--- config.mk ---
export PLATFORM = sky130hd
export DESIGN_NAME = tile_out_port_flat
export DESIGN_NICKNAME = d
export VERILOG_FILES = /design/src/ppu_mem_pkg.sv /design/src/ppu_span_pkg.sv /design/src/ppu_ifs.sv /design/src/tile_out_port.sv /design/src/flat_wrapper.sv
export SDC_FILE = /design/constraint.sdc
export NUM_CORES = 1
export LEC_CHECK = 0
export BUFFER_PORTS_ARGS = -buffer_cell sky130_fd_sc_hd__buf_2
export CAP_MARGIN = 25
export CELL_PAD_IN_SITES_DETAIL_PLACEMENT = 1
export CELL_PAD_IN_SITES_GLOBAL_PLACEMENT = 2
export CORE_UTILIZATION = 22
export DETAILED_ROUTE_END_ITERATION = 8
export HOLD_SLACK_MARGIN = 0.15
export PLACE_DENSITY = 0.75
export SLEW_MARGIN = 20
export SYNTH_ARGS = -nofsm -noshare
export SYNTH_HDL_FRONTEND = slang
export SYNTH_SLANG_ARGS = --single-unit
--- constraint.sdc ---
create_clock -name clk -period 1.4 [get_ports clk]
set_input_delay 0.07 -clock clk [delete_from_list [all_inputs] [get_ports clk]]
set_output_delay 0.07 -clock clk [all_outputs]
set_load 0.01 [all_outputs]
--- src/ppu_mem_pkg.sv ---
// tilemap memory types and queue depths
package ppu_mem_pkg;

	// byte address into the tilemap RAM
	typedef logic [11:0] map_addr_t;

	// one tilemap entry is one tile number
	typedef logic [7:0] tile_num_t;

	// tilemap size in bytes, one full 12 bit address space
	localparam int MAP_DEPTH = 4096;

	// tile numbers returning from the tilemap, one issued plus one in flight
	localparam int TILENUM_DEPTH = 2;

	// per-pixel record queue, filled at issue time so it runs ahead of the
	// tile numbers
	localparam int TINFO_DEPTH = 4;

endpackage

--- src/ppu_span_pkg.sv ---
// span descriptor types, coordinate widths and playfield constants
package ppu_span_pkg;

	// ------------------------------
	// coordinates and counts
	// ------------------------------

	// a pixel coordinate along u or v, covering the largest playfield
	typedef logic [8:0] coord_t;

	// number of pixels in a span minus one
	typedef logic [8:0] count_t;

	// position of a pixel inside its tile, top bit stays clear for 8 px tiles
	typedef logic [3:0] tile_pos_t;

	// ------------------------------
	// span descriptor fields
	// ------------------------------

	// none ends the span at once, wrap folds coordinates back into the playfield
	// and clip turns out-of-bounds pixels into discard records
	typedef enum logic [1:0] {
		SPAN_NONE = 2'd0,
		SPAN_WRAP = 2'd1,
		SPAN_CLIP = 2'd2
	} span_type_e;

	// log2 of the square playfield size, offset by the smallest size
	typedef logic [1:0] texsize_t;

	// log2 of the smallest playfield, 64 px square
	localparam int PF_LOG_BASE = 6;

endpackage
--- src/ppu_ifs.sv ---


// finished tile records toward the output port
interface tinfo_if
	import ppu_span_pkg::*, ppu_mem_pkg::*;
();
	tile_pos_t u;
	tile_pos_t v;
	tile_num_t num;
	logic      discard;
	logic      vld;
	logic      rdy;

	modport source (output u, v, num, discard, vld, input rdy);
	modport sink (input u, v, num, discard, vld, output rdy);
endinterface

--- src/tile_out_port.sv ---
// tile record stream to consumer four-phase handshake
`timescale 1ns/1ps

module tile_out_port
	import ppu_span_pkg::*, ppu_mem_pkg::*;
(
	input  logic      clk,
	input  logic      rst_n,
	tinfo_if.sink     tinfo,
	output logic      tile_req,
	output tile_pos_t tile_u,
	output tile_pos_t tile_v,
	output tile_num_t tile_num,
	output logic      tile_discard,
	input  logic      tile_ack
);
	typedef enum logic [1:0] {
		OUT_IDLE,
		OUT_REQ_HIGH,
		OUT_WAIT_LOW
	} state_e;

	state_e state;

	// a record is popped only between handshakes
	assign tinfo.rdy = (state == OUT_IDLE);
	assign tile_req  = (state == OUT_REQ_HIGH);

	always_ff @(posedge clk or negedge rst_n) begin
		if (!rst_n) begin
			state <= OUT_IDLE;
		end else begin
			case (state)
				OUT_IDLE: begin
					if (tinfo.vld)
						state <= OUT_REQ_HIGH;
				end
				// req falls in the cycle after ack is seen high
				OUT_REQ_HIGH: begin
					if (tile_ack)
						state <= OUT_WAIT_LOW;
				end
				// the next record waits for the consumer to drop ack
				OUT_WAIT_LOW: begin
					if (!tile_ack)
						state <= OUT_IDLE;
				end
				default: state <= OUT_IDLE;
			endcase
		end
	end

	// fields stay stable for the whole handshake
	always_ff @(posedge clk) begin
		if (tinfo.vld && tinfo.rdy) begin
			tile_u       <= tinfo.u;
			tile_v       <= tinfo.v;
			tile_num     <= tinfo.num;
			tile_discard <= tinfo.discard;
		end
	end

endmodule

--- src/flat_wrapper.sv ---
// flat-port wrapper written by rule: the top's interface ports become plain ports
module tile_out_port_flat import ppu_span_pkg::*, ppu_mem_pkg::*;
  (clk, rst_n, tile_req, tile_u, tile_v, tile_num, tile_discard, tile_ack, tinfo_u, tinfo_v, tinfo_num, tinfo_discard, tinfo_vld, tinfo_rdy);
  tinfo_if tinfo_i ();
  input  logic clk;
  input  logic rst_n;
  output logic tile_req;
  output tile_pos_t tile_u;
  output tile_pos_t tile_v;
  output tile_num_t tile_num;
  output logic tile_discard;
  input  logic tile_ack;
  input wire logic [$bits(tinfo_i.u)-1:0] tinfo_u;
  input wire logic [$bits(tinfo_i.v)-1:0] tinfo_v;
  input wire logic [$bits(tinfo_i.num)-1:0] tinfo_num;
  input wire logic [$bits(tinfo_i.discard)-1:0] tinfo_discard;
  input wire logic [$bits(tinfo_i.vld)-1:0] tinfo_vld;
  output wire logic [$bits(tinfo_i.rdy)-1:0] tinfo_rdy;
  assign tinfo_i.u = tinfo_u;
  assign tinfo_i.v = tinfo_v;
  assign tinfo_i.num = tinfo_num;
  assign tinfo_i.discard = tinfo_discard;
  assign tinfo_i.vld = tinfo_vld;
  assign tinfo_rdy = tinfo_i.rdy;
  tile_out_port u_core (.clk(clk), .rst_n(rst_n), .tinfo(tinfo_i), .tile_req(tile_req), .tile_u(tile_u), .tile_v(tile_v), .tile_num(tile_num), .tile_discard(tile_discard), .tile_ack(tile_ack));
endmodule
## Word level (Yosys, flattened, before mapping)

Cells that the tools add are included.
Widths: inputs -> output; s select.

| operators by class | value |
|---|---|
| add/subtract/negate cells | 0 |
| multipliers | 0 |
| div/mod/pow operators | 0 |
| $lt $le $gt $ge | 0 |
| equal/unequal tests | 5 |
| shift-type cells | 0 |
| multiplexer cells | 4 |
| bitwise logic cells | 0 |
| reduce and logical (&&, ||, !) cells | 3 |

Operators with widths:

| operator | count |
|---|---|
| $mux 2 | 3 |
| $pmux 2 s3 | 1 |
| $ne 2x2->1 const B | 2 |
| $reduce_and 3->1 | 1 |
| $eq 2x1->1 const B | 1 |
| $eq 2x2->1 const B | 1 |
| $logic_not 2->1 | 1 |
| $ne 2x1->1 const B | 1 |
| $logic_and 1x1->1 | 1 |

| storage, ports and cells | value |
|---|---|
| register bits | 19 |
| latch bits | 0 |
| bits in writable memories | 0 |
| ROM bits | 0 |
| input bits | 21 |
| output and inout bits | 19 |
| memories kept | 0 |

## Longest topological paths before layout

Gate-level depths: netlist of the first run.

| logic depth | value |
|---|---|
| depth after elaboration | 3 |
| depth in mapped cells | 2 |

## Least setup slack after synthesis of the first run

Ideal clock, no wire load.

| timing | value |
|---|---|
| path kind | register to register |
| start | register u_core.state[0] |
| end | register u_core.tile_discard (enable) |
| setup time | 0.375 ns |
| data arrival time | 1.101 ns |
| data required time | 1.025 ns |
| slack | -0.076 ns |
| cell stages (with the launch flop) | 3 |
| period minus slack after synthesis | 1.476 ns |
| cell sequence | dfrtp_1 nor2_1 and2_1 |

| between the ends | value |
|---|---|
| cells in the longest elaborated chain, start to end | 2 |

RTL lines:

| item | line | RTL |
|---|---|---|
| start: declaration | tile_out_port.sv:23 | `state_e state;` |
| start signal: assignment | tile_out_port.sv:31 | `state <= OUT_IDLE;` |
| start signal: assignment | tile_out_port.sv:36 | `state <= OUT_REQ_HIGH;` |
| start signal: assignment | tile_out_port.sv:41 | `state <= OUT_WAIT_LOW;` |
| $logic_not 2->1 | tile_out_port.sv:26 | `assign tinfo.rdy = (state == OUT_IDLE);` |
| named net tinfo_rdy | flat_wrapper.sv:18 | `output wire logic [$bits(tinfo_i.rdy)-1:0] tinfo_rdy;` |
| $logic_and 1x1->1 | tile_out_port.sv:55 | `if (tinfo.vld && tinfo.rdy) begin` |
| end signal: assignment | tile_out_port.sv:59 | `tile_discard <= tinfo.discard;` |
| end: declaration | tile_out_port.sv:14 | `output logic tile_discard,` |

The timed path passes the listed nets, and every way through them passes these cells.
A chain may end at the register's enable or synchronous reset.

## Worst setup path after layout of the first run

| timing | value |
|---|---|
| start | register u_core.state[0] |
| end | register u_core.tile_num[5] (enable) |

| between the ends | value |
|---|---|
| cells in the longest elaborated chain, start to end | 2 |

RTL lines:

| item | line | RTL |
|---|---|---|
| $logic_not 2->1 | tile_out_port.sv:26 |  |
| $logic_and 1x1->1 | tile_out_port.sv:55 |  |
| end signal: assignment | tile_out_port.sv:58 | `tile_num <= tinfo.num;` |
| end: declaration | tile_out_port.sv:13 | `output tile_num_t tile_num,` |

No other way between the ends.

==> flow_metrics.tcl, run 1 <==
set metrics [dict create \
    status "finished clean" \
    postLayoutCellArea_sq_um 1100 \
    diodes 0 \
    busiest_layer "met2" \
    drive_above_1_share 0.489 \
    synthSimpleGateAreaFrac 0.0653 \
    grt_max_degree 18 \
    clock_sink_count 19 \
    grt_pass1_wl_mm 2.04 \
    cp_slowest_stage_delay_ns 0.41 \
    totalNegativeSetupSlack_ns 0 \
    leakagePower_nw 0.476 \
    core_sq_um 2540 \
    combPwrFrac 0.282 \
    place_area_sq_um 867 \
    final_cell_mix "buf_2 (39), dlygate4sd3_1 (21), edfxtp_1 (17)" \
    drc_errors 0 \
    setup_violations 0 \
    postCtsResizedCells 0 \
    finClkSkew_ns 0.00119 \
    yosys.area_share.xor_xnor 0 \
    dieArea_sq_um 3000 \
    grt_pass1_vias 481 \
    grt_antenna_before_repair 0 \
    max-cap-violations 0 \
    ys_types 10 \
    rows 18 \
    holdWs_ns 0.487 \
    grt_util_met3 0.0250 \
    cts_tree "done" \
    final_common_cell "buf_2" \
    synthAdderAreaFrac 0 \
    start_util 0.241 \
    power.switching_mw 0.403 \
    post-synth-top-area-cell "edfxtp_1" \
    synth_area_sq_um 613 \
    synth_nets 48 \
    ant_nets 0 \
    area_growth_pct 80.0 \
    seq_area_frac_synth 0.914 \
    numCtsBuffers 3 \
    place_congestion 0.588 \
    ys_warn_count 0 \
    power.total_mw 1.49 \
    clockBufferDepth 2 \
    synth_top_family_by_area "simple AND/OR/NAND/NOR gates" \
    fp.dieW_microns 54.8 \
    power_density_nw_per_um2 1350 \
    maxSlewHeadroom 0.920 \
    fin_nets 114 \
    htree_num_levels 1 \
    clkTransAtPathRegs_ns 0.10 \
    period_minus_slack_ns 1.17 \
    die-height_microns 54.8 \
    vias 479 \
    dr.first_iter.drc_count 5 \
    irDropWorstVdd_uv 818 \
    worstPathCellList "nor2_1 > and2_2 > buf_12" \
    clock_latency_ns 0.28 \
    synth-compound-area-share 0.0204 \
    pwr-share-clk 0.179 \
    portBuffers 39 \
    slew_viol_final 0 \
    grt-ovfl-total 0 \
    synth_area_per_cell_sq_um 22.7 \
    grt_use_met1 0.0879 \
    period_share 0.836 \
    fmax_mhz 854 \
    crit_required_ns 1.41 \
    grt_usage 0.103 \
    finalHoldViolCount 0 \
    synth_mux_area_frac 0 \
    endpoint_kind "flip-flop" \
    swShare 0.270 \
    ys_ff_latch 19 \
    worst_pin_slew_ns 0.119 \
    met2_usage 0.211 \
    cts_root_buf "clkbuf_4" \
    drtPass1Iterations 2 \
    critical_path.slowest_cell "dfrtp_1" \
    wire_per_inst_microns 11.7 \
    critPathMaxFanout 17 \
    synth_area_leaders "edfxtp_1 (83%), dfrtp_1 (8.2%), and2b_2 (1.4%), and2b_1 (1.2%), o21a_1 (1.2%)" \
    totalWireLength_mm 1.43 \
    hold_path.class "flip-flop to flip-flop" \
    rsz0062_at_grt "false" \
    pwr-share-seq 0.539 \
    via_per_inst 3.93 \
    critPathArrivalTime_ns 1.18 \
    crit_type "flip-flop to flip-flop" \
    power.internal_mw 1.09 \
    ios 40 \
    synth_cells 27 \
    critical_path.startpoint_type "flip-flop" \
    yosys.area.top_type_share 0.833 \
    fillers 278 \
]
-- power groups by stage --
stage / logic (mW) / clock network, mW / registers (mW)
after floorplan: 0.126 / 0 / 0.866
after global placement: 0.370 / 0 / 0.813
after detailed placement: 0.382 / 0 / 0.821
after CTS: 0.426 / 0.282 / 0.809
after global routing: 0.461 / 0.313 / 0.816
final: 0.422 / 0.267 / 0.804
-- per-stage QoR --
stage / utilization / worst slack [ns] / cells
2_1_floorplan: - / 0.111 / 27
3_3_place_gp: 0.341 / 0.280 / 97
3_5_place_dp: 0.341 / 0.235 / 97
4_1_cts: 0.434 / 0.216 / 122
5_1_grt: 0.434 / 0.180 / 122
6_report: 0.434 / 0.230 / 122
-- layer usage --
metal | vias up | part of all wire
met5 | - | 0
met4 | 0 | 0
met3 | 0 | 0.061
met2 | 22 | 0.60
met1 | 224 | 0.33
li1 | 233 | -
-- path summary, 6_finish.rpt --
path	end	from	slack, ns	depth (start not counted)
max	u_core.tile_num[5]	u_core.state[0]	0.23	3
max reg2reg	u_core.tile_num[5]	u_core.state[0]	0.23	3
min in group asynchronous	u_core.state[0]	rst_n	0.65	3
min reg2reg	u_core.state[0]	u_core.state[1]	0.49	1
max in group asynchronous	u_core.state[1]	rst_n	0.63	3
min	u_core.state[0]	u_core.state[1]	0.49	1
-- critical path: cells and delay by family (launching register included) --
kind                   cells  cell delay, ns
AND/OR/NAND/NOR            2            0.32
flip-flops                 1            0.41
buffers and inverters      1            0.15
-- cell type report --
cell class	instances	area [sq um]	share of cell area
Tap cell	30	37.5	0.0340
Clock buffer	4	26.3	0.0238
Timing Repair Buffer	61	425	0.385
Multi-Input combinational cell	8	53.8	0.0488
Sequential cell	19	561	0.508
-- logic make-up (layout without fill, tap and decap cells) --
group	Yosys count	in the layout
AO/OA/AOI/OAI	2	2
buffers and inverters	0	65
flip-flops	19	19
AND/OR/NAND/NOR	6	6
-- sequential cells by signal, summed over array words and instances, names as in the netlist --
signal	cells
u_core.state	2
u_core.tile_discard	1
u_core.tile_num	8
u_core.tile_u	4
u_core.tile_v	4
-- cells in the mapped netlist --
master    number
and2b_1        1
or2b_1         1
and2b_2        1
nand2b_1       1
nor2_1         1
edfxtp_1      17
dfrtp_1        2
and2_1         1
a21oi_1        1
o21a_1         1
-- timing repair --
action,in CTS,in global routing
hold buffers,21,0
buffers inserted,0,0
hold endpoints to repair,21,0
Power figures use the tool's default switching activity.
==> inputs of run 2 (changes only) <==
==> constraint.sdc (replaced) <==
create_clock -name clk -period 1 [get_ports clk]
set_input_delay 0.05 -clock clk [delete_from_list [all_inputs] [get_ports clk]]
set_output_delay 0.05 -clock clk [all_outputs]
set_load 0.01 [all_outputs]
==> run 2 against run 1 <==
- combinational power is 86% higher
- core utilization grew 2.1 points
- wire length is 4.8% higher
- highest routed layer unchanged
- the flow now finishes with violations (negative setup slack)
- clock power rose by 38%
- global-route usage is 0.082 points higher
- cell area increased by 4.9%
- critical path depth stayed put
- largest cell class unchanged
==> flow_metrics.tcl, run 2 (synthesized netlist as in run 1, its figures left out) <==
set metrics [dict create \
    portBuffers 39 \
    violations "negative setup slack" \
    clock_latency_ns 0.28 \
    postLayoutCellArea_sq_um 1160 \
    fp.dieW_microns 54.8 \
    fillers 276 \
    crit_type "flip-flop to output port" \
    setup_violations 20 \
    dr.first_iter.drc_count 2 \
    htree_num_levels 1 \
    clock_sink_count 19 \
    leakagePower_nw 0.505 \
    status "complete, but fails checks" \
    cts_root_buf "clkbuf_4" \
    wire_per_inst_microns 11.8 \
    totalWireLength_mm 1.50 \
    hold_path.class "input pin to flip-flop" \
    ios 40 \
    clockBufferDepth 2 \
    holdWs_ns 0.469 \
    dpl_worst_slack_ns -0.143 \
    max-cap-violations 0 \
    maxSlewHeadroom 0.903 \
    finalHoldViolCount 0 \
    drtPass1Iterations 2 \
    period_share 1.21 \
    grt_pass1_vias 537 \
    critical_path.startpoint_type "flip-flop" \
    endpoint_kind "output port" \
    area_growth_pct 88.8 \
    instances_no_fill 127 \
    die-height_microns 54.8 \
    grt-ovfl-total 0 \
    top_regs "u_core.tile_num x8, u_core.tile_u x4, u_core.tile_v x4" \
    grt_usage 0.104 \
    clkTransAtPathRegs_ns 0.10 \
    final_cell_mix "buf_2 (38), dlygate4sd3_1 (21), edfxtp_1 (17)" \
    power_density_nw_per_um2 1980 \
    worst_pin_slew_ns 0.146 \
    grt_pass1_wl_mm 2.02 \
    fmax_mhz 829 \
    rows 18 \
    critPathMaxFanout 3 \
    slew_viol_final 0 \
    power.total_mw 2.29 \
    dieArea_sq_um 3000 \
    vias 520 \
    final_common_cell "buf_2" \
    core_sq_um 2540 \
    period_minus_slack_ns 1.21 \
    fin_util 0.455 \
    drc_errors 0 \
    largest_register_ffs 8 \
    setup_slack_ns -0.206 \
    place_congestion 0.614 \
    grt_max_degree 11 \
    dpl.cell_count 98 \
    finClkSkew_ns 0.000717 \
    top_register "u_core.tile_num" \
    numCtsBuffers 3 \
    irDropWorstVdd_uv 1000 \
    cts_tree "done" \
    totalNegativeSetupSlack_ns -3.03 \
    ant_nets 0 \
    fin_nets 119 \
    start_util 0.241 \
    critPathArrivalTime_ns 1.16 \
    crit_required_ns 0.95 \
    drive_above_1_share 0.526 \
    diodes 0 \
    grt_antenna_before_repair 0 \
    via_per_inst 4.09 \
    rsz0062_at_grt "true" \
    place_area_sq_um 866 \
]
[run 2: changes by cell type in the layout (fill, tap and decap cells not counted)]
cell,previous run,this run
nor2_1,1,0
and2_2,1,0
buf_6,0,4
buf_4,0,1
and2_4,0,3
nor2_4,0,1
buf_12,1,0
buf_2,39,38
[run 2: routing by layer]
metal | wire, microns | track usage | vias up
met5 | 0 | 0 | -
met4 | 0 | 0.0513 | 0
met3 | 93 | 0.0250 | 0
met2 | 852 | 0.211 | 27
met1 | 553 | 0.0903 | 249
li1 | - | - | 244
[run 2: worst paths after layout]
check	depth (start not counted)	endpoint	slack, ns	startpoint
setup / recovery	3	tile_req	-0.21	u_core.state[1]
hold / removal	2	u_core.tile_u[0]	0.47	tinfo_u[0]
setup reg to reg	3	u_core.tile_num[7]	-0.17	u_core.state[1]
hold reg to reg	2	u_core.state[0]	0.56	u_core.state[1]
max in group asynchronous	3	u_core.state[0]	0.26	rst_n
min in group asynchronous	3	u_core.state[1]	0.61	rst_n
[run 2: cell type report]
type                       instances  area (sq um)  share of cell area
clock buffer                       4          26.3              0.0227
multi-input combinational         10          80.1              0.0692
tap                               30          37.5              0.0324
sequential                        19           561               0.484
timing repair buffer              64           453               0.391
[run 2: worst max-delay path, stage by stage, from the launching register on]
cell,delay [ns]
dfrtp_1,0.41
buf_6,0.13
and2b_1,0.20
buf_2,0.13
[run 2: power by group]
group	internal (mW)	switching (mW)	leakage [nW]
combinational	0.437	0.349	0.304
clock	0.155	0.213	0.0150
sequential	1.07	0.0622	0.185
total	1.66	0.625	0.505
[run 2: what timing repair did]
item	CTS	global route
hold buffers	21	0
gates cloned	2	0
resized for setup	4	3
pin swaps	2	3
hold endpoints to repair	21	0
setup buffers	1	1
setup endpoints to repair	19	20
==> inputs of run 3 (changes only) <==
--- a/config.mk
+++ b/config.mk
@@ -9,6 +9,7 @@
 export CAP_MARGIN = 25
 export CELL_PAD_IN_SITES_DETAIL_PLACEMENT = 1
 export CELL_PAD_IN_SITES_GLOBAL_PLACEMENT = 2
+export CORE_MARGIN = 4
 export CORE_UTILIZATION = 22
 export DETAILED_ROUTE_END_ITERATION = 8
 export HOLD_SLACK_MARGIN = 0.15
==> run 3 against run 2 <==
- the flow still finishes with violations (negative setup slack)
- maximum frequency is essentially flat
- non-clock buffer count is the same
- global-route usage shrank 1.4 points
- largest power group unchanged
- register-to-register slack lost 0.04 ns
- setup slack lost 0.00059 ns
- largest cell class unchanged
- clock skew grew 0.0013 ns
- core utilization shrank 0.40 points
- sequential cell count is the same
- first-iteration DRC count shrank 50%
==> flow_metrics.tcl, run 3 (synthesized netlist as in run 1, its figures left out) <==
set metrics [dict create \
    crit_family "flip-flops" \
    rows 18 \
    multi_input_area_sq_um 80.1 \
    slew_viol_final 0 \
    largest_register_ffs 8 \
    drive_above_1_share 0.526 \
    dr.first_iter.drc_count 1 \
    setup_slack_ns -0.207 \
    worstPathCellList "buf_6 > nor2_4 > and2_4" \
    wl_met1_microns 570 \
    reg2regPathDepth 3 \
    endpoint_kind "flip-flop" \
    critPathArrivalTime_ns 1.21 \
    dieArea_sq_um 3700 \
    swShare 0.275 \
    hold_start "tinfo_num[6]" \
    top_register "u_core.tile_num" \
    critical_path.startpoint_type "flip-flop" \
    fin_util 0.451 \
    core_sq_um 2570 \
    r2r-start "u_core.state[1]" \
    dpl_worst_slack_ns -0.118 \
    topRoutingLayerUsed "met3" \
    r2r_end "u_core.tile_num[7]" \
    crit_required_ns 1.00 \
    crit_type "flip-flop to flip-flop" \
    setup_violations 20 \
    hold_end "u_core.tile_num[6]" \
    violations "negative setup slack" \
    cts_tree "done" \
    pwr-share-clk 0.160 \
    worst_pin_slew_ns 0.159 \
    place_congestion 0.670 \
    clock_sink_count 19 \
    routed-wl-met3_microns 158 \
    period_share 1.21 \
    power.internal_mw 1.66 \
    combPwrFrac 0.345 \
    wl_met2_microns 923 \
    timing.critical_path.from "u_core.state[1]" \
    grt_pass1_vias 544 \
    numCtsBuffers 3 \
    vias 505 \
    grt_usage 0.0899 \
    area_growth_pct 88.8 \
    fp.dieW_microns 60.8 \
    critPathMaxFanout 8 \
    grt-ovfl-total 0 \
    hold_depth 2 \
    wire_per_inst_microns 13.0 \
    period_minus_slack_ns 1.21 \
    grt_antenna_before_repair 0 \
    clock_latency_ns 0.28 \
    fin_nets 119 \
    ios 40 \
    power_density_nw_per_um2 1980 \
    fillers 286 \
    fmax_mhz 829 \
    hold_path.class "input pin to flip-flop" \
    finClkSkew_ns 0.00197 \
    final_cell_mix "buf_2 (38), dlygate4sd3_1 (21), edfxtp_1 (17)" \
    drc_errors 0 \
    finalHoldViolCount 0 \
    start_util 0.239 \
    top_regs "u_core.tile_num x8, u_core.tile_u x4, u_core.tile_v x4" \
    rsz0062_at_grt "true" \
    path_buf_inv 1 \
    ant_nets 0 \
    leakagePower_nw 0.505 \
    die-height_microns 60.8 \
    max-cap-violations 0 \
    diodes 0 \
    cp_slowest_stage_delay_ns 0.41 \
    drtPass1Iterations 2 \
    clkTransAtPathRegs_ns 0.10 \
    cts_root_buf "clkbuf_4" \
    portBuffers 39 \
    final_common_cell "buf_2" \
    seq_area_sq_um 561 \
    critical_path.slowest_cell "dfrtp_1" \
    grt_max_degree 11 \
    htree_num_levels 1 \
    irDropWorstVdd_uv 1210 \
    status "complete, but fails checks" \
    rrSetupSlack_ns -0.21 \
    holdWs_ns 0.470 \
    maxSlewHeadroom 0.894 \
    pwr-share-seq 0.495 \
    clockBufferDepth 2 \
    via_per_inst 3.98 \
    power.switching_mw 0.629 \
    totalWireLength_mm 1.65 \
    grt_pass1_wl_mm 2.37 \
    power.total_mw 2.29 \
]
run 3: cell counts in the layout (fill, tap and decap cells not counted):
No cell type changed its count.
run 3: stage by stage:
step / setup TNS, ns / cell area, sq um / instances
after floorplan: -2.38 / 618 / 27
after global placement: -1.23 / 866 / 98
after detailed placement: -2.00 / 866 / 98
after CTS: -2.70 / 1130 / 126
after global routing: -4.26 / 1160 / 127
final: -3.62 / 1160 / 127
run 3: how the worst max path moves through the flow:
stage	endpoint	cells after the start
CTS	tile_req	3
global route	tile_req	3
global placement	u_core.tile_v[1]	2
detailed placement	u_core.tile_u[1]	2
finish	u_core.tile_num[7]	3
floorplan	u_core.tile_discard	2
run 3: cell type report:
| class | count | area share |
|---|---|---|
| timing repair buffer | 64 | 0.391 |
| tap | 30 | 0.0324 |
| clock buffer | 4 | 0.0227 |
| multi-input combinational | 10 | 0.0692 |
| sequential | 19 | 0.484 |
run 3: per-layer routing:
metal  track usage  vias up
li1              -      245
met1        0.0891      235
met3        0.0277        0
met2         0.176       25
met4        0.0279        0
met5             0        -
run 3: timing repair:
| action | in CTS | in global routing |
|---|---|---|
| pin swaps | 2 | 1 |
| endpoints found under the setup margin | 20 | 20 |
| gates cloned | 2 | 0 |
| hold endpoints to repair | 21 | 0 |
| hold buffers | 21 | 0 |
| gates resized for setup | 4 | 3 |
| buffers inserted | 1 | 1 |
run 3: power by group through the flow:
stage	sequential (mW)	clock, mW	combinational (mW)
after floorplan	1.22	0	0.189
after global placement	1.13	0	0.539
after CTS	1.13	0.391	0.726
after detailed placement	1.15	0	0.555
final	1.13	0.366	0.789
after global routing	1.15	0.420	0.870
