## config.mk

```make
export PLATFORM = sky130hd
export DESIGN_NAME = tile_agu_flat
export DESIGN_NICKNAME = d
export VERILOG_FILES = /design/src/ppu_mem_pkg.sv /design/src/ppu_span_pkg.sv /design/src/ppu_ifs.sv /design/src/tile_agu.sv /design/src/sync_fifo.sv /design/src/flat_wrapper.sv
export SDC_FILE = /design/constraint.sdc
export NUM_CORES = 1
export LEC_CHECK = 0
export ABC_AREA = 1
export BUFFER_PORTS_ARGS = -buffer_cell sky130_fd_sc_hd__buf_2
export CORE_UTILIZATION = 35
export DETAILED_ROUTE_END_ITERATION = 10
export SETUP_SLACK_MARGIN = 0.5
export SKIP_LAST_GASP = 1
export SYNTH_ARGS = -nofsm -noshare
export SYNTH_HDL_FRONTEND = slang
export SYNTH_SLANG_ARGS = --single-unit
export TNS_END_PERCENT = 50
```

## constraint.sdc

```tcl
create_clock -name clk -period 5.8 [get_ports clk]
set_clock_uncertainty 0.2 [all_clocks]
set_input_delay 0.58 -clock clk [delete_from_list [all_inputs] [get_ports clk]]
set_output_delay 0.58 -clock clk [all_outputs]
set_load 0.01 [all_outputs]
```

## src/ppu_mem_pkg.sv

```systemverilog
// tilemap memory types and queue depths
package ppu_mem_pkg;

	// byte address into the tilemap RAM
	typedef logic [11:0] map_addr_t;

	// one tilemap entry is one tile number
	typedef logic [7:0] tile_num_t;

	// tilemap size in bytes, one full 12 bit address space
	localparam int MAP_DEPTH = 4096;

	// tile numbers returning from the tilemap, one issued plus one in flight
	localparam int TILENUM_DEPTH = 2;

	// per-pixel record queue, filled at issue time so it runs ahead of the
	// tile numbers
	localparam int TINFO_DEPTH = 4;

endpackage

```

## src/ppu_span_pkg.sv

```systemverilog
// span descriptor types, coordinate widths and playfield constants
package ppu_span_pkg;

	// ------------------------------
	// coordinates and counts
	// ------------------------------

	// a pixel coordinate along u or v, covering the largest playfield
	typedef logic [8:0] coord_t;

	// number of pixels in a span minus one
	typedef logic [8:0] count_t;

	// position of a pixel inside its tile, top bit stays clear for 8 px tiles
	typedef logic [3:0] tile_pos_t;

	// ------------------------------
	// span descriptor fields
	// ------------------------------

	// none ends the span at once, wrap folds coordinates back into the playfield
	// and clip turns out-of-bounds pixels into discard records
	typedef enum logic [1:0] {
		SPAN_NONE = 2'd0,
		SPAN_WRAP = 2'd1,
		SPAN_CLIP = 2'd2
	} span_type_e;

	// log2 of the square playfield size, offset by the smallest size
	typedef logic [1:0] texsize_t;

	// log2 of the smallest playfield, 64 px square
	localparam int PF_LOG_BASE = 6;

endpackage
```

## src/ppu_ifs.sv

```systemverilog
// span, coordinate, tilemap bus and tile record interfaces
`timescale 1ns/1ps

// span descriptor from the coordinate generator to the address unit
interface span_if
	import ppu_span_pkg::*, ppu_mem_pkg::*;
();
	logic       start;
	count_t     count;
	span_type_e stype;
	map_addr_t  ptr;
	texsize_t   texsize;
	logic       tilesize;
	logic       done;

	modport source (output start, count, stype, ptr, texsize, tilesize, input done);
	modport sink (input start, count, stype, ptr, texsize, tilesize, output done);
endinterface

// per-pixel coordinate stream, one transfer when vld and rdy are both high
interface coord_if
	import ppu_span_pkg::*;
();
	coord_t u;
	coord_t v;
	logic   vld;
	logic   rdy;

	modport source (output u, v, vld, input rdy);
	modport sink (input u, v, vld, output rdy);
endinterface

// tilemap read bus, data comes back one cycle after the address is taken
interface map_bus_if
	import ppu_mem_pkg::*;
();
	logic      addr_vld;
	logic      addr_rdy;
	map_addr_t addr;
	logic      data_vld;
	tile_num_t data;

	modport master (output addr_vld, addr, input addr_rdy, data_vld, data);
	modport slave (input addr_vld, addr, output addr_rdy, data_vld, data);
endinterface

// finished tile records toward the output port
interface tinfo_if
	import ppu_span_pkg::*, ppu_mem_pkg::*;
();
	tile_pos_t u;
	tile_pos_t v;
	tile_num_t num;
	logic      discard;
	logic      vld;
	logic      rdy;

	modport source (output u, v, num, discard, vld, input rdy);
	modport sink (input u, v, num, discard, vld, output rdy);
endinterface

```

## src/tile_agu.sv

```systemverilog
// span bookkeeping, tilemap address generation, bounds handling and record queues
`timescale 1ns/1ps

module tile_agu
	import ppu_span_pkg::*, ppu_mem_pkg::*;
(
	input  logic       clk,
	input  logic       rst_n,
	span_if.sink       span,
	coord_if.sink      coord,
	map_bus_if.master  bus,
	tinfo_if.source    tinfo
);
	count_t     remaining;
	logic       done;
	logic [3:0] log_pf;
	logic [2:0] tile_shift;
	logic [3:0] row_shift;
	coord_t     pf_mask;
	logic       out_of_bounds;
	logic       discard;
	map_addr_t  u_idx;
	map_addr_t  v_idx;
	map_addr_t  tile_index;
	tile_pos_t  pos_mask;
	logic       issue_ok;
	logic       accept;
	logic       pop;
	logic       pop_num;
	logic       tilenum_empty;
	logic       tinfo_full;
	logic       tinfo_empty;
	logic [8:0] rec_in;
	logic [8:0] rec_out;

	// ------------------------------
	// span bookkeeping
	// ------------------------------

	// done goes low for the length of a fetching span, a none span stays done
	always_ff @(posedge clk or negedge rst_n) begin
		if (!rst_n) begin
			done      <= 1'b1;
			remaining <= '0;
		end else if (span.start) begin
			done      <= (span.stype == SPAN_NONE);
			remaining <= span.count;
		end else if (accept) begin
			remaining <= remaining - 1'b1;
			// the last pixel has been issued
			if (remaining == '0)
				done <= 1'b1;
		end
	end

	assign span.done = done;

	// ------------------------------
	// address generation
	// ------------------------------

	// playfield is 64 to 512 px square, tiles are 8 or 16 px
	assign log_pf     = 4'(PF_LOG_BASE) + 4'(span.texsize);
	assign tile_shift = span.tilesize ? 3'd4 : 3'd3;
	assign row_shift  = log_pf - 4'(tile_shift);
	assign pf_mask    = ~({$bits(coord_t){1'b1}} << log_pf);

	// any coordinate bit above the playfield means the pixel lies outside it
	assign out_of_bounds = |((coord.u | coord.v) & ~pf_mask);
	assign discard       = (span.stype == SPAN_CLIP) && out_of_bounds;

	// wrapped coordinates in tile units, rows are playfield/tile entries apart
	assign u_idx      = map_addr_t'((coord.u & pf_mask) >> tile_shift);
	assign v_idx      = map_addr_t'((coord.v & pf_mask) >> tile_shift);
	assign tile_index = u_idx + (v_idx << row_shift);

	// the sum wraps at 12 bits, so a pointer near the top folds back to zero
	assign bus.addr = span.ptr + tile_index;

	// ------------------------------
	// handshaking
	// ------------------------------

	// issue only with no tile number queued or returning, which limits the
	// rate to one pixel every two cycles and leaves room for the reply
	assign issue_ok  = !done && coord.vld && tilenum_empty && !bus.data_vld && !tinfo_full;
	assign coord.rdy = issue_ok && (discard || bus.addr_rdy);
	assign bus.addr_vld = issue_ok && !discard;
	assign accept    = coord.vld && coord.rdy;

	// a discard record has no matching entry in the tile number queue
	assign pop     = tinfo.vld && tinfo.rdy;
	assign pop_num = pop && !tinfo.discard;

	// ------------------------------
	// record queues
	// ------------------------------

	assign pos_mask = span.tilesize ? 4'hf : 4'h7;
	assign rec_in   = {discard, coord.v[3:0] & pos_mask, coord.u[3:0] & pos_mask};

	sync_fifo #(
		.WIDTH ($bits(tile_num_t)),
		.DEPTH (TILENUM_DEPTH)
	) tilenum_q (
		.clk   (clk),
		.rst_n (rst_n),
		.wdata (bus.data),
		.wen   (bus.data_vld),
		.rdata (tinfo.num),
		.ren   (pop_num),
		.full  (),
		.empty (tilenum_empty)
	);

	// pushed at issue time, so it runs ahead of the tile numbers
	sync_fifo #(
		.WIDTH (2 * $bits(tile_pos_t) + 1),
		.DEPTH (TINFO_DEPTH)
	) tinfo_q (
		.clk   (clk),
		.rst_n (rst_n),
		.wdata (rec_in),
		.wen   (accept),
		.rdata (rec_out),
		.ren   (pop),
		.full  (tinfo_full),
		.empty (tinfo_empty)
	);

	assign tinfo.discard = rec_out[8];
	assign tinfo.v       = rec_out[7:4];
	assign tinfo.u       = rec_out[3:0];

	// a fetched record waits for its tile number, a discard goes straight out
	assign tinfo.vld = !tinfo_empty && (tinfo.discard || !tilenum_empty);

endmodule

```

## src/sync_fifo.sv

```systemverilog
// small synchronous FIFO with a register array and occupancy count
`timescale 1ns/1ps

module sync_fifo #(
	parameter int WIDTH = 8,
	parameter int DEPTH = 2
) (
	input  logic             clk,
	input  logic             rst_n,
	input  logic [WIDTH-1:0] wdata,
	input  logic             wen,
	output logic [WIDTH-1:0] rdata,
	input  logic             ren,
	output logic             full,
	output logic             empty
);
	localparam int PTR_W = (DEPTH > 1) ? $clog2(DEPTH) : 1;
	localparam int CNT_W = $clog2(DEPTH + 1);

	logic [WIDTH-1:0] mem [DEPTH];
	logic [PTR_W-1:0] wptr;
	logic [PTR_W-1:0] rptr;
	logic [CNT_W-1:0] count;
	logic             push;
	logic             pop;

	// pointers wrap at DEPTH, which need not be a power of two
	function automatic logic [PTR_W-1:0] ptr_inc(input logic [PTR_W-1:0] p);
		return (p == PTR_W'(DEPTH - 1)) ? '0 : p + 1'b1;
	endfunction

	// writes into a full queue and reads from an empty one are dropped
	assign push = wen && !full;
	assign pop  = ren && !empty;

	always_ff @(posedge clk) begin
		if (push)
			mem[wptr] <= wdata;
	end

	always_ff @(posedge clk or negedge rst_n) begin
		if (!rst_n) begin
			wptr  <= '0;
			rptr  <= '0;
			count <= '0;
		end else begin
			if (push)
				wptr <= ptr_inc(wptr);
			if (pop)
				rptr <= ptr_inc(rptr);
			if (push && !pop)
				count <= count + 1'b1;
			else if (pop && !push)
				count <= count - 1'b1;
		end
	end

	// the oldest entry is always visible at the read side
	assign rdata = mem[rptr];
	assign full  = (count == CNT_W'(DEPTH));
	assign empty = (count == '0);

endmodule

```

## src/flat_wrapper.sv

```systemverilog
// flat-port wrapper written by rule: the top's interface ports become plain ports
module tile_agu_flat import ppu_span_pkg::*, ppu_mem_pkg::*;
  (clk, rst_n, span_start, span_count, span_stype, span_ptr, span_texsize, span_tilesize, span_done, coord_u, coord_v, coord_vld, coord_rdy, bus_addr_vld, bus_addr, bus_addr_rdy, bus_data_vld, bus_data, tinfo_u, tinfo_v, tinfo_num, tinfo_discard, tinfo_vld, tinfo_rdy);
  span_if span_i ();
  coord_if coord_i ();
  map_bus_if bus_i ();
  tinfo_if tinfo_i ();
  input  logic clk;
  input  logic rst_n;
  input wire logic [$bits(span_i.start)-1:0] span_start;
  input wire logic [$bits(span_i.count)-1:0] span_count;
  input wire logic [$bits(span_i.stype)-1:0] span_stype;
  input wire logic [$bits(span_i.ptr)-1:0] span_ptr;
  input wire logic [$bits(span_i.texsize)-1:0] span_texsize;
  input wire logic [$bits(span_i.tilesize)-1:0] span_tilesize;
  output wire logic [$bits(span_i.done)-1:0] span_done;
  input wire logic [$bits(coord_i.u)-1:0] coord_u;
  input wire logic [$bits(coord_i.v)-1:0] coord_v;
  input wire logic [$bits(coord_i.vld)-1:0] coord_vld;
  output wire logic [$bits(coord_i.rdy)-1:0] coord_rdy;
  output wire logic [$bits(bus_i.addr_vld)-1:0] bus_addr_vld;
  output wire logic [$bits(bus_i.addr)-1:0] bus_addr;
  input wire logic [$bits(bus_i.addr_rdy)-1:0] bus_addr_rdy;
  input wire logic [$bits(bus_i.data_vld)-1:0] bus_data_vld;
  input wire logic [$bits(bus_i.data)-1:0] bus_data;
  output wire logic [$bits(tinfo_i.u)-1:0] tinfo_u;
  output wire logic [$bits(tinfo_i.v)-1:0] tinfo_v;
  output wire logic [$bits(tinfo_i.num)-1:0] tinfo_num;
  output wire logic [$bits(tinfo_i.discard)-1:0] tinfo_discard;
  output wire logic [$bits(tinfo_i.vld)-1:0] tinfo_vld;
  input wire logic [$bits(tinfo_i.rdy)-1:0] tinfo_rdy;
  assign span_i.start = span_start;
  assign span_i.count = span_count;
  assign span_i.stype = span_stype;
  assign span_i.ptr = span_ptr;
  assign span_i.texsize = span_texsize;
  assign span_i.tilesize = span_tilesize;
  assign span_done = span_i.done;
  assign coord_i.u = coord_u;
  assign coord_i.v = coord_v;
  assign coord_i.vld = coord_vld;
  assign coord_rdy = coord_i.rdy;
  assign bus_addr_vld = bus_i.addr_vld;
  assign bus_addr = bus_i.addr;
  assign bus_i.addr_rdy = bus_addr_rdy;
  assign bus_i.data_vld = bus_data_vld;
  assign bus_i.data = bus_data;
  assign tinfo_u = tinfo_i.u;
  assign tinfo_v = tinfo_i.v;
  assign tinfo_num = tinfo_i.num;
  assign tinfo_discard = tinfo_i.discard;
  assign tinfo_vld = tinfo_i.vld;
  assign tinfo_i.rdy = tinfo_rdy;
  tile_agu u_core (.clk(clk), .rst_n(rst_n), .span(span_i), .coord(coord_i), .bus(bus_i), .tinfo(tinfo_i));
endmodule
```

; Yosys cells after proc, flatten, opt, wreduce, memory -nomap -nowiden
; Memories as Yosys holds them, arrays and structs flattened.
; Index checks and enable logic that the tools add are counted.
; Widths: inputs -> output; s select.
[classes]
n_addsub = 13
eq_ne = 5
n_shift = 4
n_mux = 19
n_bitwise = 8
n_reduce_logical = 43
[op_table]
columns = op, n
row1 = $and 9x9->9, 3
row2 = $add 12x12->12, 2
row3 = $shr 12x3->12, 2
row4 = $logic_and 1x1->1, 19
row5 = $mux 9, 2
row6 = $not 9->9, 2
row7 = $logic_not 1->1, 12
row8 = $shl 12x4->12, 1
row9 = $logic_not 9->1, 1
row10 = $mux 1, 9
row11 = $mux 3, 3
row12 = $or 9x9->9, 1
row13 = $reduce_or 9->1, 1
row14 = $shl 9x4->9 const A, 1
row15 = $sub 9x1->9 const B, 1
row16 = $and 4x4->4, 2
row17 = $eq 2x2->1 const B, 4
row18 = $mux 2, 4
row19 = $reduce_bool 2->1, 4
row20 = $add 2x1->2 const B, 3
row21 = $add 3x2->4 const A, 1
row22 = $logic_not 2->1, 2
row23 = $mux 4, 1
row24 = $sub 4x3->4, 1
row25 = other kinds (8), 10
[word_totals]
ff_bits = 21
mem_bits_rw = 52
in_bits = 59
output_inout_bits = 33
wordCells = 102
memories = 2
[memory_table]
columns = memory, words, width, rd, rd_ports_with_merged_regs, wr, line_no
row1 = u_core.tinfo_q.mem, 4, 9, 1, 0, 1, sync_fifo.sv:20  ; logic [WIDTH-1:0] mem [DEPTH];
row2 = u_core.tilenum_q.mem, 2, 8, 1, 0, 1, sync_fifo.sv:20

; Logic depth before layout (Yosys ltp)
; Gate-level depths: netlist of run 1.
[depth]
word_depth = 15
mapped_depth = 20
mapped_depth_nobuf = 19

; Modules after synthesis
; From an unflattened synthesis of run 1, not the netlist that was laid out.
[unflattened]
cells_unflattened = 559
area_unflattened_um2 = 4840.9
[modules_own_cells]
columns = mod, instances, cells_per_inst, area_each_um2, seq_area_each_um2
row1 = tile_agu, 1, 321, 2040.7, 251.5
row2 = sync_fifo (u_core.tinfo_q), 1, 165, 1990.7, 1256.2
row3 = sync_fifo (u_core.tilenum_q), 1, 73, 809.5, 580.6

; Worst setup path after synthesis of run 1
; No wires, ideal clock.
[synth_path]
kind = input port to output port
start = in span_tilesize
end = out bus_addr[9]
arrival_time_ns = 3.817
required_time_ns = 5.020
path_slack_ns = 1.203
cell_stages = 16
n_path_buf = 1
path_cell_list = inv_2 -> buf_4 -> ha_1 -> fa_1 -> clkinv_1 -> nand2_1 -> o21ai_0 -> o21ai_0 -> fa_1 -> ha_1 -> a21oi_1 -> o21ai_0 -> a21oi_1 -> nor2_1 -> nor2_1 -> xor2_1
[synth_between]
elab_chain_cells = 5
elab_cells_between_ends = 7
classes_between = 3 x add/sub / 3 x shift / 1 x mux
[synth_rtl]
columns = element, line_no
row1 = from (decl), flat_wrapper.sv:15  ; input wire logic [$bits(span_i.tilesize)-1:0] span_tilesize;
row2 = $mux 3 (*), tile_agu.sv:64  ; assign tile_shift = span.tilesize ? 3'd4 : 3'd3;
row3 = $sub 4x3->4 or $shr 12x3->12 (tied branches), "tile_agu.sv:65, tile_agu.sv:74"
row4 = $shl 12x4->12, tile_agu.sv:75  ; assign tile_index = u_idx + (v_idx << row_shift);
row5 = $add 12x12->12 (*), tile_agu.sv:75
row6 = $add 12x12->12 (*), tile_agu.sv:78  ; assign bus.addr = span.ptr + tile_index;
row7 = to (decl), flat_wrapper.sv:22  ; output wire logic [$bits(bus_i.addr)-1:0] bus_addr;
; Mark *: on every way between the ends. The rest lies on a longest branch, timed or not.

; Worst setup path in the final report of run 1
; Ends and elaborated chain as after synthesis.

==> results of run 1 <==
==> flip-flops by register name, indices dropped and copies added, names as in the netlist <==
| name | cells |
|---|---|
| u_core.span.done | 1 |
| u_core.remaining | 9 |
| u_core.tilenum_q.count | 2 |
| u_core.tilenum_q.mem | 16 |
| u_core.tinfo_q.count | 3 |
| u_core.tinfo_q.wptr | 2 |
| u_core.tilenum_q.rptr | 1 |
| u_core.tinfo_q.mem | 36 |
| u_core.tinfo_q.rptr | 2 |
| u_core.tilenum_q.wptr | 1 |
==> timing repair <==
item	in CTS	in global routing
gates resized for setup	0	8
setup endpoints to repair	0	5
buffers inserted	0	1
hold buffers	0	0
==> synth_stat cells, drive strengths merged, types with 2 or more instances <==
cell type	instances
a31oi	2
fa	12
clkbuf	7
nand2	127
buf	5
clkinv	2
xnor2	4
inv	55
ha	23
nor2	53
o22ai	10
or2	4
and2	2
xor2	15
nor3	5
a21oi	18
o21bai	2
o21ai	48
nand3	32
dfrtp	20
conb	2
edfxtp	52
==> final timing paths <==
check | from | end | slack [ps] | cells after the start
min | rst_n | u_core.tilenum_q.count[0] | 10 | 1
min reg2reg | u_core.tilenum_q.count[0] | u_core.tilenum_q.count[0] | 270 | 1
max reg2reg | u_core.tinfo_q.rptr[0] | u_core.tinfo_q.count[2] | 2600 | 12
min in group clk | bus_data[1] | u_core.tilenum_q.mem[1][1] | 240 | 1
max | span_tilesize | bus_addr[9] | 800 | 16
max in group asynchronous | rst_n | u_core.span.done | 5020 | 1
==> cells by family (layout without fill, tap and decap cells) <==
family	after synthesis	count (layout)
buffers and inverters	69	166
xor gates and xnor gates	19	19
muxes	1	1
adders and majority gates	35	35
other	2	5
DFF	73	73
AOI/OAI and AO/OA	82	82
and+or+nand+nor	225	225
==> metrics by stage <==
stage               hold WS (ps)  worst slack, ps
global route                39.8              496
CTS                         21.8              564
global placement             264              697
floorplan                   84.4             1200
detailed placement           266              581
finish                      13.1              796
==> placed cells by master, fill, tap and decap left out, types with 2 or more instances in the layout <==
cell type / count
sky130_fd_sc_hd__fa_1: 11
sky130_fd_sc_hd__inv_1: 49
sky130_fd_sc_hd__xor2_1: 15
sky130_fd_sc_hd__o22ai_1: 10
sky130_fd_sc_hd__inv_2: 5
sky130_fd_sc_hd__clkinvlp_4: 4
sky130_fd_sc_hd__xnor2_1: 4
sky130_fd_sc_hd__diode_2: 2
sky130_fd_sc_hd__a21oi_1: 16
sky130_fd_sc_hd__o21ai_0: 35
sky130_fd_sc_hd__nand3_2: 2
sky130_fd_sc_hd__conb_1: 3
sky130_fd_sc_hd__ha_1: 23
sky130_fd_sc_hd__clkbuf_16: 9
sky130_fd_sc_hd__dfrtp_1: 20
sky130_fd_sc_hd__a21oi_2: 2
sky130_fd_sc_hd__a31oi_1: 2
sky130_fd_sc_hd__edfxtp_1: 52
sky130_fd_sc_hd__nand2_1: 124
sky130_fd_sc_hd__o21ai_2: 8
sky130_fd_sc_hd__buf_2: 90
sky130_fd_sc_hd__or2_2: 4
sky130_fd_sc_hd__nand2_4: 2
sky130_fd_sc_hd__nand3_1: 30
sky130_fd_sc_hd__nor3_1: 4
sky130_fd_sc_hd__nor2_1: 52
sky130_fd_sc_hd__o21ai_1: 5
==> layout make-up <==
class | count | share of cell area (%)
flip-flops and latches | 73 | 38.2
multi-input cells | 365 | 39.5
repair buffers | 92 | 8.51
well taps | 172 | 3.94
clock inverters | 7 | 1.44
diodes | 2 | 0.0915
inverters | 57 | 4.03
clock buffers | 9 | 4.12
repair inverters | 1 | 0.137
==> routing by layer <==
metal	vias up	wire (um)	track usage, %
met4	0	53	3.42
met1	1697	4340	18.8
met5	-	0	0
li1	1862	-	-
met3	5	505	3.92
met2	75	4810	26.5
==> power breakdown <==
| part | internal, mW | switching, mW |
|---|---|---|
| logic | 0.323 | 0.488 |
| registers | 0.650 | 0.0848 |
| clock network | 0.337 | 0.219 |
| total | 1.31 | 0.793 |
==> qor.txt, run 1 <==
=====================================================================================================
Power density relative to cell area                                                       385 mW/mm^2
Ys async rst share                                                                              28.8%
Critical path buffers and inverters                                                                 5
Layout Utilization                                                                              43.3%
Layout Nets                                                                                       693
Combinational family with the most area after synthesis                                  simple AND/OR/NAND/NOR gates
Sort of element at the end of the critical path                                            output pin
CP Max Fanout                                                                                      15
Worst-margin pin slew                                                                          888 ps
Slew margin rel.                                                                                40.6%
Via count                                                                                       3,639
Number of synthesized flops with an enable pin                                                     52
Sequential cell area fraction in the yosys report                                               46.2%
Run status                                                                                  completed
Synth area leaders                                                                       sky130_fd_sc_hd__edfxtp_1 35%, sky130_fd_sc_hd__dfrtp_1 11%, sky130_fd_sc_hd__nand2_1 10%
First-pass GRT wire length                                                                  15,900 um
Complex-gate fraction of the synthesized area                                                   10.6%
Die Y-Extent                                                                                   116 um
Total instance count after detailed placement                                                     758
Antenna violation net count after detailed routing                                                  0
Fraction of layout cells with a size suffix above 1                                             23.7%
Total GRT Usage                                                                                 15.1%
CTS root buf                                                                             sky130_fd_sc_hd__clkbuf_16
Most frequent cell on the critical path                                                  sky130_fd_sc_hd__nor2_1
Number of storage elements in the synthesis netlist                                                73
Data required time of the worst path                                                          5020 ps
Later-pin clock latency in the skew report                                                     330 ps
Vias per cell                                                                                    4.68
GPL Wtd Cong                                                                                    0.881
Final number of setup-violating endpoints                                                           0
Clk pin slew, worst setup/hold paths                                                            60 ps
Full die area                                                                             0.0134 mm^2
Kind of cell adding the most delay to the critical path                                   adder cells
Pre-Repair DR Iteration Count                                                                       4
Number of top-level pins                                                                           92
Routed wire length per instance                                                               12.5 um
Library cell with the largest summed area after synthesis                                sky130_fd_sc_hd__edfxtp_1
Synth Instances                                                                                   506
Final std cells w/o fill                                                                          778
Largest net degree at the start of global routing                                                  23
Largest vdd supply drop                                                                    0.000208 V
Number of levels in the clock H-tree                                                                3
Crit path launch type                                                                       input pin
Unrepaired setup endpoints after global routing                                                  true
Cell with the largest stage delay on the worst path                                      sky130_fd_sc_hd__fa_2
Share of synthesized cell area in and, or, nand and nor gates                                   21.1%
Area used by multi-input combinational logic                                             0.00216 mm^2
Mapped Area                                                                              0.00452 mm^2
Post-Route WL                                                                                 9700 um
Clock tree from TritonCTS                                                                        done
Crit path kind                                                                           input pin to output pin
Core Rows                                                                                          41
XOR/XNOR Fraction of Synth Area                                                                 3.68%
# port buffers                                                                                     91
Vias in the first global route                                                                  3,468
Longest individual stage delay on the worst path                                               650 ps
Share of cell area taken by muxes after synthesis                                              0.249%
Number of clock buffers inserted by TritonCTS                                                       9
Final Total Pwr                                                                               2.10 mW
Total negative setup slack                                                                       0 ps
Count of warnings emitted by yosys                                                                  0
Count of filler cells inserted in the layout                                                    1,259
Max Cap Viol                                                                                        0
TritonCTS sink count                                                                               73
Data arrival time of the worst path                                                           4220 ps
Total cell area at the placement stage                                                   0.00513 mm^2
Residual overflow from global routing                                                               0
Antenna violations before repair                                                                    2
Post-synthesis share of cell area spent on full adders, half adders and majority gates          11.7%
Count of unresolved DRC violations after routing                                                    0
Initial Utilization                                                                             35.8%
Die X-Extent                                                                                   116 um
Area of all sequential standard cells                                                    0.00209 mm^2
Placeable core region                                                                     0.0126 mm^2
Shortest clock period the worst path allows after layout                                      5000 ps
Peak Freq                                                                                     200 MHz
Fraction of the cycle the final worst path needs                                                86.3%
Final cell area excluding filler cells                                                   0.00547 mm^2
Number of DRC markers in iteration 0                                                              191
Share of the synthesized area in the top cell type                                              34.6%
Area added between synthesis and finish                                                         21.0%
Worst hold path class                                                                    input pin to async pin
Final number of max-transition violations                                                           0
Leakage dissipation                                                                           2.52 nW
Synth unique cells                                                                                 41
Worst-path cell chain                                                                    clkbuf_4, inv_2, ha_1, fa_2, clkinvlp_4, nor2_1, inv_1, nor2_1, fa_1, ha_1, fa_1, a21oi_1, nor2_1, nor2_1, xor2_1, buf_2
HPWL after DPL                                                                                7380 um
Clock tree buffer depth                                                                             2
Final hold violations                                                                               0
Prevailing post-synth register cell                                                      sky130_fd_sc_hd__edfxtp_1
Syn_area_per_cell                                                                           8.93 um^2
=====================================================================================================
Power figures use the tool's default switching activity.
==> run 2, diff against run 1 <==
--- a/config.mk
+++ b/config.mk
@@ -7,8 +7,11 @@
 export LEC_CHECK = 0
 export ABC_AREA = 1
 export BUFFER_PORTS_ARGS = -buffer_cell sky130_fd_sc_hd__buf_2
-export CORE_UTILIZATION = 35
+export CELL_PAD_IN_SITES_DETAIL_PLACEMENT = 0
+export CELL_PAD_IN_SITES_GLOBAL_PLACEMENT = 2
+export CORE_UTILIZATION = 33
 export DETAILED_ROUTE_END_ITERATION = 10
+export PLACE_DENSITY_LB_ADDON = 0.1
 export SETUP_SLACK_MARGIN = 0.5
 export SKIP_LAST_GASP = 1
 export SYNTH_ARGS = -nofsm -noshare
==> run 2 against run 1 <==
  * Sequential power is essentially flat
  * Sequential share of layout area is 0.41 points higher
  * Core utilization is 2.6 points lower
  * Largest cell class unchanged
  * Clock power decreased by 14%
  * Worst setup slack worse by 4.7 ps
  * Global-route usage barely moved
  * Combinational power shrank 0.5%
  * Design area is 1.1% lower
==> qor.txt, run 2 (synthesis gave the netlist of run 1 again) <==
=======================================================================
Total negative setup slack                                         0 ps
Final number of max-transition violations                             0
Internal power component                                        1.26 mW
Max Cap Viol                                                          0
Worst hold path class                                      input pin to async pin
Switching Fraction                                                37.9%
Shortest clock period the worst path allows after layout        5010 ps
Vias in the first global route                                    3,411
CP Max Fanout                                                        15
Proportion of power drawn by flip-flops and latches               36.3%
Layout Nets                                                         691
Total cell area at the placement stage                     0.00513 mm^2
Cell with the largest stage delay on the worst path        sky130_fd_sc_hd__fa_1
Final cell area excluding filler cells                     0.00541 mm^2
Crit path launch type                                         input pin
TritonCTS sink count                                                 73
Final hold violations                                                 0
Largest vdd supply drop                                      0.000138 V
Count of unresolved DRC violations after routing                      0
Pre-Repair DR Iteration Count                                         6
Number of levels in the clock H-tree                                  3
Clock tree from TritonCTS                                          done
CTS root buf                                               sky130_fd_sc_hd__clkbuf_16
Antenna violation net count after detailed routing                    0
Die X-Extent                                                     119 um
Routed wire length per instance                                 12.9 um
Worst-margin pin slew                                            968 ps
Clock tree buffer depth                                               2
Final Total Pwr                                                 2.02 mW
Ant diodes                                                            0
Unrepaired setup endpoints after global routing                   false
Worst-path cell chain                                      clkbuf_4, inv_2, ha_1, fa_1, clkinv_2, o21ai_0, o22ai_1, fa_1, ha_1, nand2_1, o21ai_1, a21o_1, nand3_1, nand2_1, xor2_1, buf_2
Slew margin rel.                                                  35.2%
# port buffers                                                       91
Later-pin clock latency in the skew report                       330 ps
Full die area                                               0.0142 mm^2
Part of the power in combinational logic                          40.0%
Critical path buffers and inverters                                   4
Kind of cell adding the most delay to the critical path     adder cells
Fraction of the cycle the final worst path needs                  86.4%
Post-Route WL                                                 10,000 um
Vias per cell                                                      4.58
Residual overflow from global routing                                 0
Antenna violations before repair                                      0
Total instance count after detailed placement                       762
Run status                                                    completed
Clock network fraction of design power                            23.7%
Commonest non-fill, non-tap cells in the layout            124 x sky130_fd_sc_hd__nand2_1, 90 x sky130_fd_sc_hd__buf_2, 52 x sky130_fd_sc_hd__nor2_1, 52 x sky130_fd_sc_hd__edfxtp_1, 49 x sky130_fd_sc_hd__inv_1
Leakage dissipation                                             2.50 nW
Initial Utilization                                               34.0%
Data required time of the worst path                            5020 ps
Area added between synthesis and finish                           19.7%
Total GRT Usage                                                   15.1%
Longest individual stage delay on the worst path                 600 ps
Placeable core region                                       0.0133 mm^2
Net switching power of the design                              0.766 mW
Final number of setup-violating endpoints                             0
Number of top-level pins                                             92
Largest registers ranked by flip-flop count                u_core.tinfo_q.mem (36), u_core.tilenum_q.mem (16), u_core.remaining (9)
HPWL after DPL                                                  7840 um
Max reg flops                                                        36
Final std cells w/o fill                                            778
Number of DRC markers in iteration 0                                177
Data arrival time of the worst path                             4230 ps
Crit path kind                                             input pin to output pin
Hold bufs inserted after CTS                                          0
GPL Wtd Cong                                                      0.826
Number of cells on the worst reg-to-reg path                         12
Die Y-Extent                                                     119 um
Largest Register                                           u_core.tinfo_q.mem
Largest net degree at the start of global routing                    23
Sort of element at the end of the critical path              output pin
Number of clock buffers inserted by TritonCTS                         9
Peak Freq                                                       200 MHz
First-pass GRT wire length                                    16,600 um
Critical Path Stages                                                 16
Power density relative to cell area                         374 mW/mm^2
Clk pin slew, worst setup/hold paths                              50 ps
Core Rows                                                            42
Fraction of layout cells with a size suffix above 1               23.1%
Leading cell type in the layout, fill and taps excluded    sky130_fd_sc_hd__nand2_1
Via count                                                         3,566
=======================================================================
[run 2: power groups by stage]
stage          Combinational [mW]  Sequential (mW)  Clock [mW]
2_1_floorplan               0.589            0.699           0
3_3_place_gp                0.808            0.743           0
3_5_place_dp                0.815            0.746           0
4_1_cts                     0.821            0.736       0.495
5_1_grt                     0.924            0.751       0.520
6_report                    0.808            0.735       0.480
[run 2: area by class of cell]
type	instances	area, um^2
Fill cell	1401	7890
Multi-Input combinational cell	365	2160
Sequential cell	73	2090
Timing Repair Buffer	91	458
Clock buffer	10	229
Tap cell	176	220
Inverter	57	218
Clock inverter	6	35.0
[run 2: worst paths after layout]
| kind | startpoint | endpoint | slack, ps |
|---|---|---|---|
| worst min-delay path | rst_n | u_core.tilenum_q.rptr | 20 |
| min in group clk | bus_data[4] | u_core.tilenum_q.mem[1][4] | 240 |
| worst min register to register | u_core.tilenum_q.count[0] | u_core.tilenum_q.count[0] | 270 |
| worst max register to register | u_core.tinfo_q.rptr[0] | u_core.tinfo_q.count[2] | 2640 |
| worst max-delay path | span_tilesize | bus_addr[8] | 790 |
| max in group asynchronous | rst_n | u_core.span.done | 5020 |
[run 2: metrics by stage]
step	util (%)	worst slack, ps	hold slack [ps]
CTS	40.6	604	40.9
floorplan	-	1200	84.4
global route	40.7	542	56.0
detailed placement	38.6	508	266
finish	40.7	792	16.8
global placement	38.6	496	266
[run 2: per-layer routing]
layer	global-route usage [%]	share of wire (%)
met1	19.5	47
met2	25.0	48
met3	3.21	3.8
met4	5.22	1.4
met5	0	0
[run 2: what timing repair did]
action,in CTS,in global routing
buffers inserted,0,0
gates resized for setup,1,9
endpoints found under the hold margin,0,0
endpoints found under the setup margin,1,5
==> run 3, diff against run 2 <==
--- a/config.mk
+++ b/config.mk
@@ -9,6 +9,7 @@
 export BUFFER_PORTS_ARGS = -buffer_cell sky130_fd_sc_hd__buf_2
 export CELL_PAD_IN_SITES_DETAIL_PLACEMENT = 0
 export CELL_PAD_IN_SITES_GLOBAL_PLACEMENT = 2
+export CORE_MARGIN = 3
 export CORE_UTILIZATION = 33
 export DETAILED_ROUTE_END_ITERATION = 10
 export PLACE_DENSITY_LB_ADDON = 0.1
@@ -16,5 +17,6 @@
 export SKIP_LAST_GASP = 1
 export SYNTH_ARGS = -nofsm -noshare
 export SYNTH_HDL_FRONTEND = slang
+export SYNTH_HIERARCHICAL = 1
 export SYNTH_SLANG_ARGS = --single-unit
 export TNS_END_PERCENT = 50
==> run 3 against run 2 <==
  * Highest routed layer unchanged
  * First-iteration DRC count decreased by 3.4%
  * Cell count is 7.7% higher
  * Die area is 14% higher
==> qor.txt, run 3 <==
========================================================================
Run status                                                     completed
Total instance count after detailed placement                        822
Power density relative to cell area                          392 mW/mm^2
Routed wire length per instance                                  12.6 um
Area of all sequential standard cells                       0.00209 mm^2
Unrepaired setup endpoints after global routing                    false
Area added between synthesis and finish                            19.5%
Ys async rst share                                                 28.8%
Number of cells on the worst reg-to-reg path                          12
Largest vdd supply drop                                       0.000160 V
Largest registers ranked by flip-flop count                 u_core/tinfo_q/mem (36), u_core/tilenum_q/mem (16), u_core/remaining (9)
Residual overflow from global routing                                  0
Most frequent cells after synthesis                         152 x sky130_fd_sc_hd__nand2_1, 88 x sky130_fd_sc_hd__inv_1, 52 x sky130_fd_sc_hd__edfxtp_1, 39 x sky130_fd_sc_hd__nor2_1, 32 x sky130_fd_sc_hd__nand3_1
Leakage dissipation                                              2.84 nW
Core Rows                                                             43
Clk pin slew, worst setup/hold paths                               60 ps
Placeable core region                                        0.0141 mm^2
Fraction of the cycle the final worst path needs                   85.1%
Final number of max-transition violations                              0
Final worst hold slack                                           18.5 ps
Data required time of the worst path                             5020 ps
Final std cells w/o fill                                             838
CTS root buf                                                sky130_fd_sc_hd__clkbuf_16
Crit path launch type                                          input pin
Sequential cell area fraction in the yosys report                  43.1%
Clock tree from TritonCTS                                           done
Final hold violations                                                  0
Ant diodes                                                             0
Full die area                                                0.0162 mm^2
Largest Register                                            u_core/tinfo_q/mem
Total GRT Usage                                                    13.7%
Worst-margin pin slew                                             922 ps
Clock network fraction of design power                             27.7%
Synth Instances                                                      559
Leading cell type in the layout, fill and taps excluded     sky130_fd_sc_hd__nand2_1
Total cell area at the placement stage                      0.00544 mm^2
Later-pin clock latency in the skew report                        330 ps
Data arrival time of the worst path                              4150 ps
Final number of setup-violating endpoints                              0
Prevailing post-synth register cell                         sky130_fd_sc_hd__edfxtp_1
Crit path kind                                              input pin to output pin
Initial Utilization                                                34.3%
Layout Nets                                                          747
Peak Freq                                                        203 MHz
Antenna violation net count after detailed routing                     0
Final cell area excluding filler cells                      0.00579 mm^2
Synth unique cells                                                    41
Most used standard cell by instance count after synthesis   sky130_fd_sc_hd__nand2_1
Library cell with the largest summed area after synthesis   sky130_fd_sc_hd__edfxtp_1
Clock tree buffer depth                                                2
Worst hold path class                                       input pin to async pin
Startpoint of the worst register-to-register path           u_core/tinfo_q/rptr[1]
Layout Utilization                                                 41.0%
FF-to-FF End                                                u_core/tinfo_q/count[1]
Vias in the first global route                                     3,792
Commonest non-fill, non-tap cells in the layout             152 x sky130_fd_sc_hd__nand2_1, 90 x sky130_fd_sc_hd__buf_2, 87 x sky130_fd_sc_hd__inv_1
Number of clock buffers inserted by TritonCTS                          9
Count of warnings emitted by yosys                                     6
Number of top-level pins                                              92
Number of levels in the clock H-tree                                   3
Switching Fraction                                                 37.1%
Slew margin rel.                                                   38.3%
Die Y-Extent                                                      127 um
TritonCTS sink count                                                  73
Antenna violations before repair                                       0
Max reg flops                                                         36
Post-Route WL                                                  10,600 um
Syn_area_per_cell                                              8.66 um^2
Number of DRC markers in iteration 0                                 171
Total negative setup slack                                          0 ps
Vias per cell                                                       4.50
Number of synthesized flops with an enable pin                        52
HPWL after DPL                                                   8280 um
CP Max Fanout                                                         17
Number of storage elements in the synthesis netlist                   73
Via count                                                          3,767
Die X-Extent                                                      127 um
First-pass GRT wire length                                     17,700 um
GPL Wtd Cong                                                       0.848
Max Cap Viol                                                           0
Pre-Repair DR Iteration Count                                          6
Count of filler cells inserted in the layout                       1,464
Largest net degree at the start of global routing                     40
Part of the power in combinational logic                           40.4%
Net switching power of the design                               0.843 mW
# port buffers                                                        91
Flop2flop setup slack                                            2900 ps
Share of the synthesized area in the top cell type                 32.3%
Shortest clock period the worst path allows after layout         4930 ps
Sort of element at the end of the critical path               output pin
Synth area leaders                                          sky130_fd_sc_hd__edfxtp_1 32%, sky130_fd_sc_hd__nand2_1 12%, sky130_fd_sc_hd__dfrtp_1 10%
Proportion of power drawn by flip-flops and latches                31.9%
Hold bufs inserted after CTS                                           0
Count of unresolved DRC violations after routing                       0
Area used by multi-input combinational logic                0.00229 mm^2
Fraction of layout cells with a size suffix above 1                24.5%
Endpoint of the worst setup timing path                      bus_addr[8]
Internal power component                                         1.43 mW
Mapped Area                                                 0.00484 mm^2
Startpoint of the most critical setup path                  span_tilesize
========================================================================
run 3: worst min-delay path by stage:
stage	startpoint	end	slack (ps)	cells after the start
after floorplan	rst_n	u_core/remaining[0]	80	0
after global placement	u_core/tilenum_q/wptr	u_core/tilenum_q/wptr	260	2
after detailed placement	u_core/tilenum_q/wptr	u_core/tilenum_q/wptr	270	2
after CTS	rst_n	u_core/tilenum_q/rptr	40	1
after global routing	rst_n	u_core/tilenum_q/wptr	60	1
final	rst_n	u_core/tilenum_q/wptr	20	1
run 3: cells by family after synthesis:
group                    after synthesis  share of synthesized area [%]
AND/OR/NAND/NOR                      250                           22.1
buffers and inverters                110                           9.72
AO/OA/AOI/OAI                         74                           11.2
flip-flops                            73                           43.1
adder cells (fa/ha/maj)               35                           10.9
XOR/XNOR                              16                           2.89
other                                  1                         0.0775
run 3: worst max-delay path: stages:
cell and delay (ps):
sky130_fd_sc_hd__clkbuf_4 220, sky130_fd_sc_hd__inv_2 140, sky130_fd_sc_hd__ha_1 210, sky130_fd_sc_hd__fa_1 600, sky130_fd_sc_hd__inv_2 120, sky130_fd_sc_hd__nand2_1 130
sky130_fd_sc_hd__nand3_1 140, sky130_fd_sc_hd__fa_1 540, sky130_fd_sc_hd__inv_1 50, sky130_fd_sc_hd__ha_1 370, sky130_fd_sc_hd__a21oi_1 210, sky130_fd_sc_hd__nand2_1 120
sky130_fd_sc_hd__nand2_1 70, sky130_fd_sc_hd__nand2_1 50, sky130_fd_sc_hd__nand2_1 50, sky130_fd_sc_hd__nand2_1 80, sky130_fd_sc_hd__nand2_1 70, sky130_fd_sc_hd__nand3_1 70
sky130_fd_sc_hd__xor2_1 150, sky130_fd_sc_hd__buf_2 150
run 3: through the flow:
step	power, mW	worst slack (ps)
floorplan	1.41	1340
global placement	1.65	723
detailed placement	1.66	735
CTS	2.31	701
global route	2.47	515
finish	2.27	865
run 3: layout make-up:
type / count / area share [%]
flip-flops and latches: 73 / 36.1
inverters: 99 / 6.42
clock inverters: 6 / 2.01
well taps: 180 / 3.89
repair buffers: 92 / 8.04
multi-input cells: 378 / 39.6
clock buffers: 10 / 3.96
run 3: per-layer routing:
metal  wire [um]  vias to the layer above  global-route usage [%]  part of all wire [%]
met4         242                        0                    5.24                   2.3
met5           0                        -                       0                     0
met1        4920                     1680                    17.8                    46
met2        4920                       83                    22.4                    46
met3         504                       16                    3.05                   4.8
li1            -                     1988                       -                     -
run 3: power by group through the flow:
stage | sequential [mW] | combinational [mW] | clock (mW)
finish | 0.723 | 0.917 | 0.629
global route | 0.740 | 1.05 | 0.672
CTS | 0.725 | 0.935 | 0.648
detailed placement | 0.736 | 0.928 | 0
global placement | 0.733 | 0.921 | 0
floorplan | 0.704 | 0.708 | 0
run 3: repair_timing:
item | CTS | global route
resized for setup | 0 | 2
setup endpoints to repair | 0 | 2
setup buffers | 0 | 0
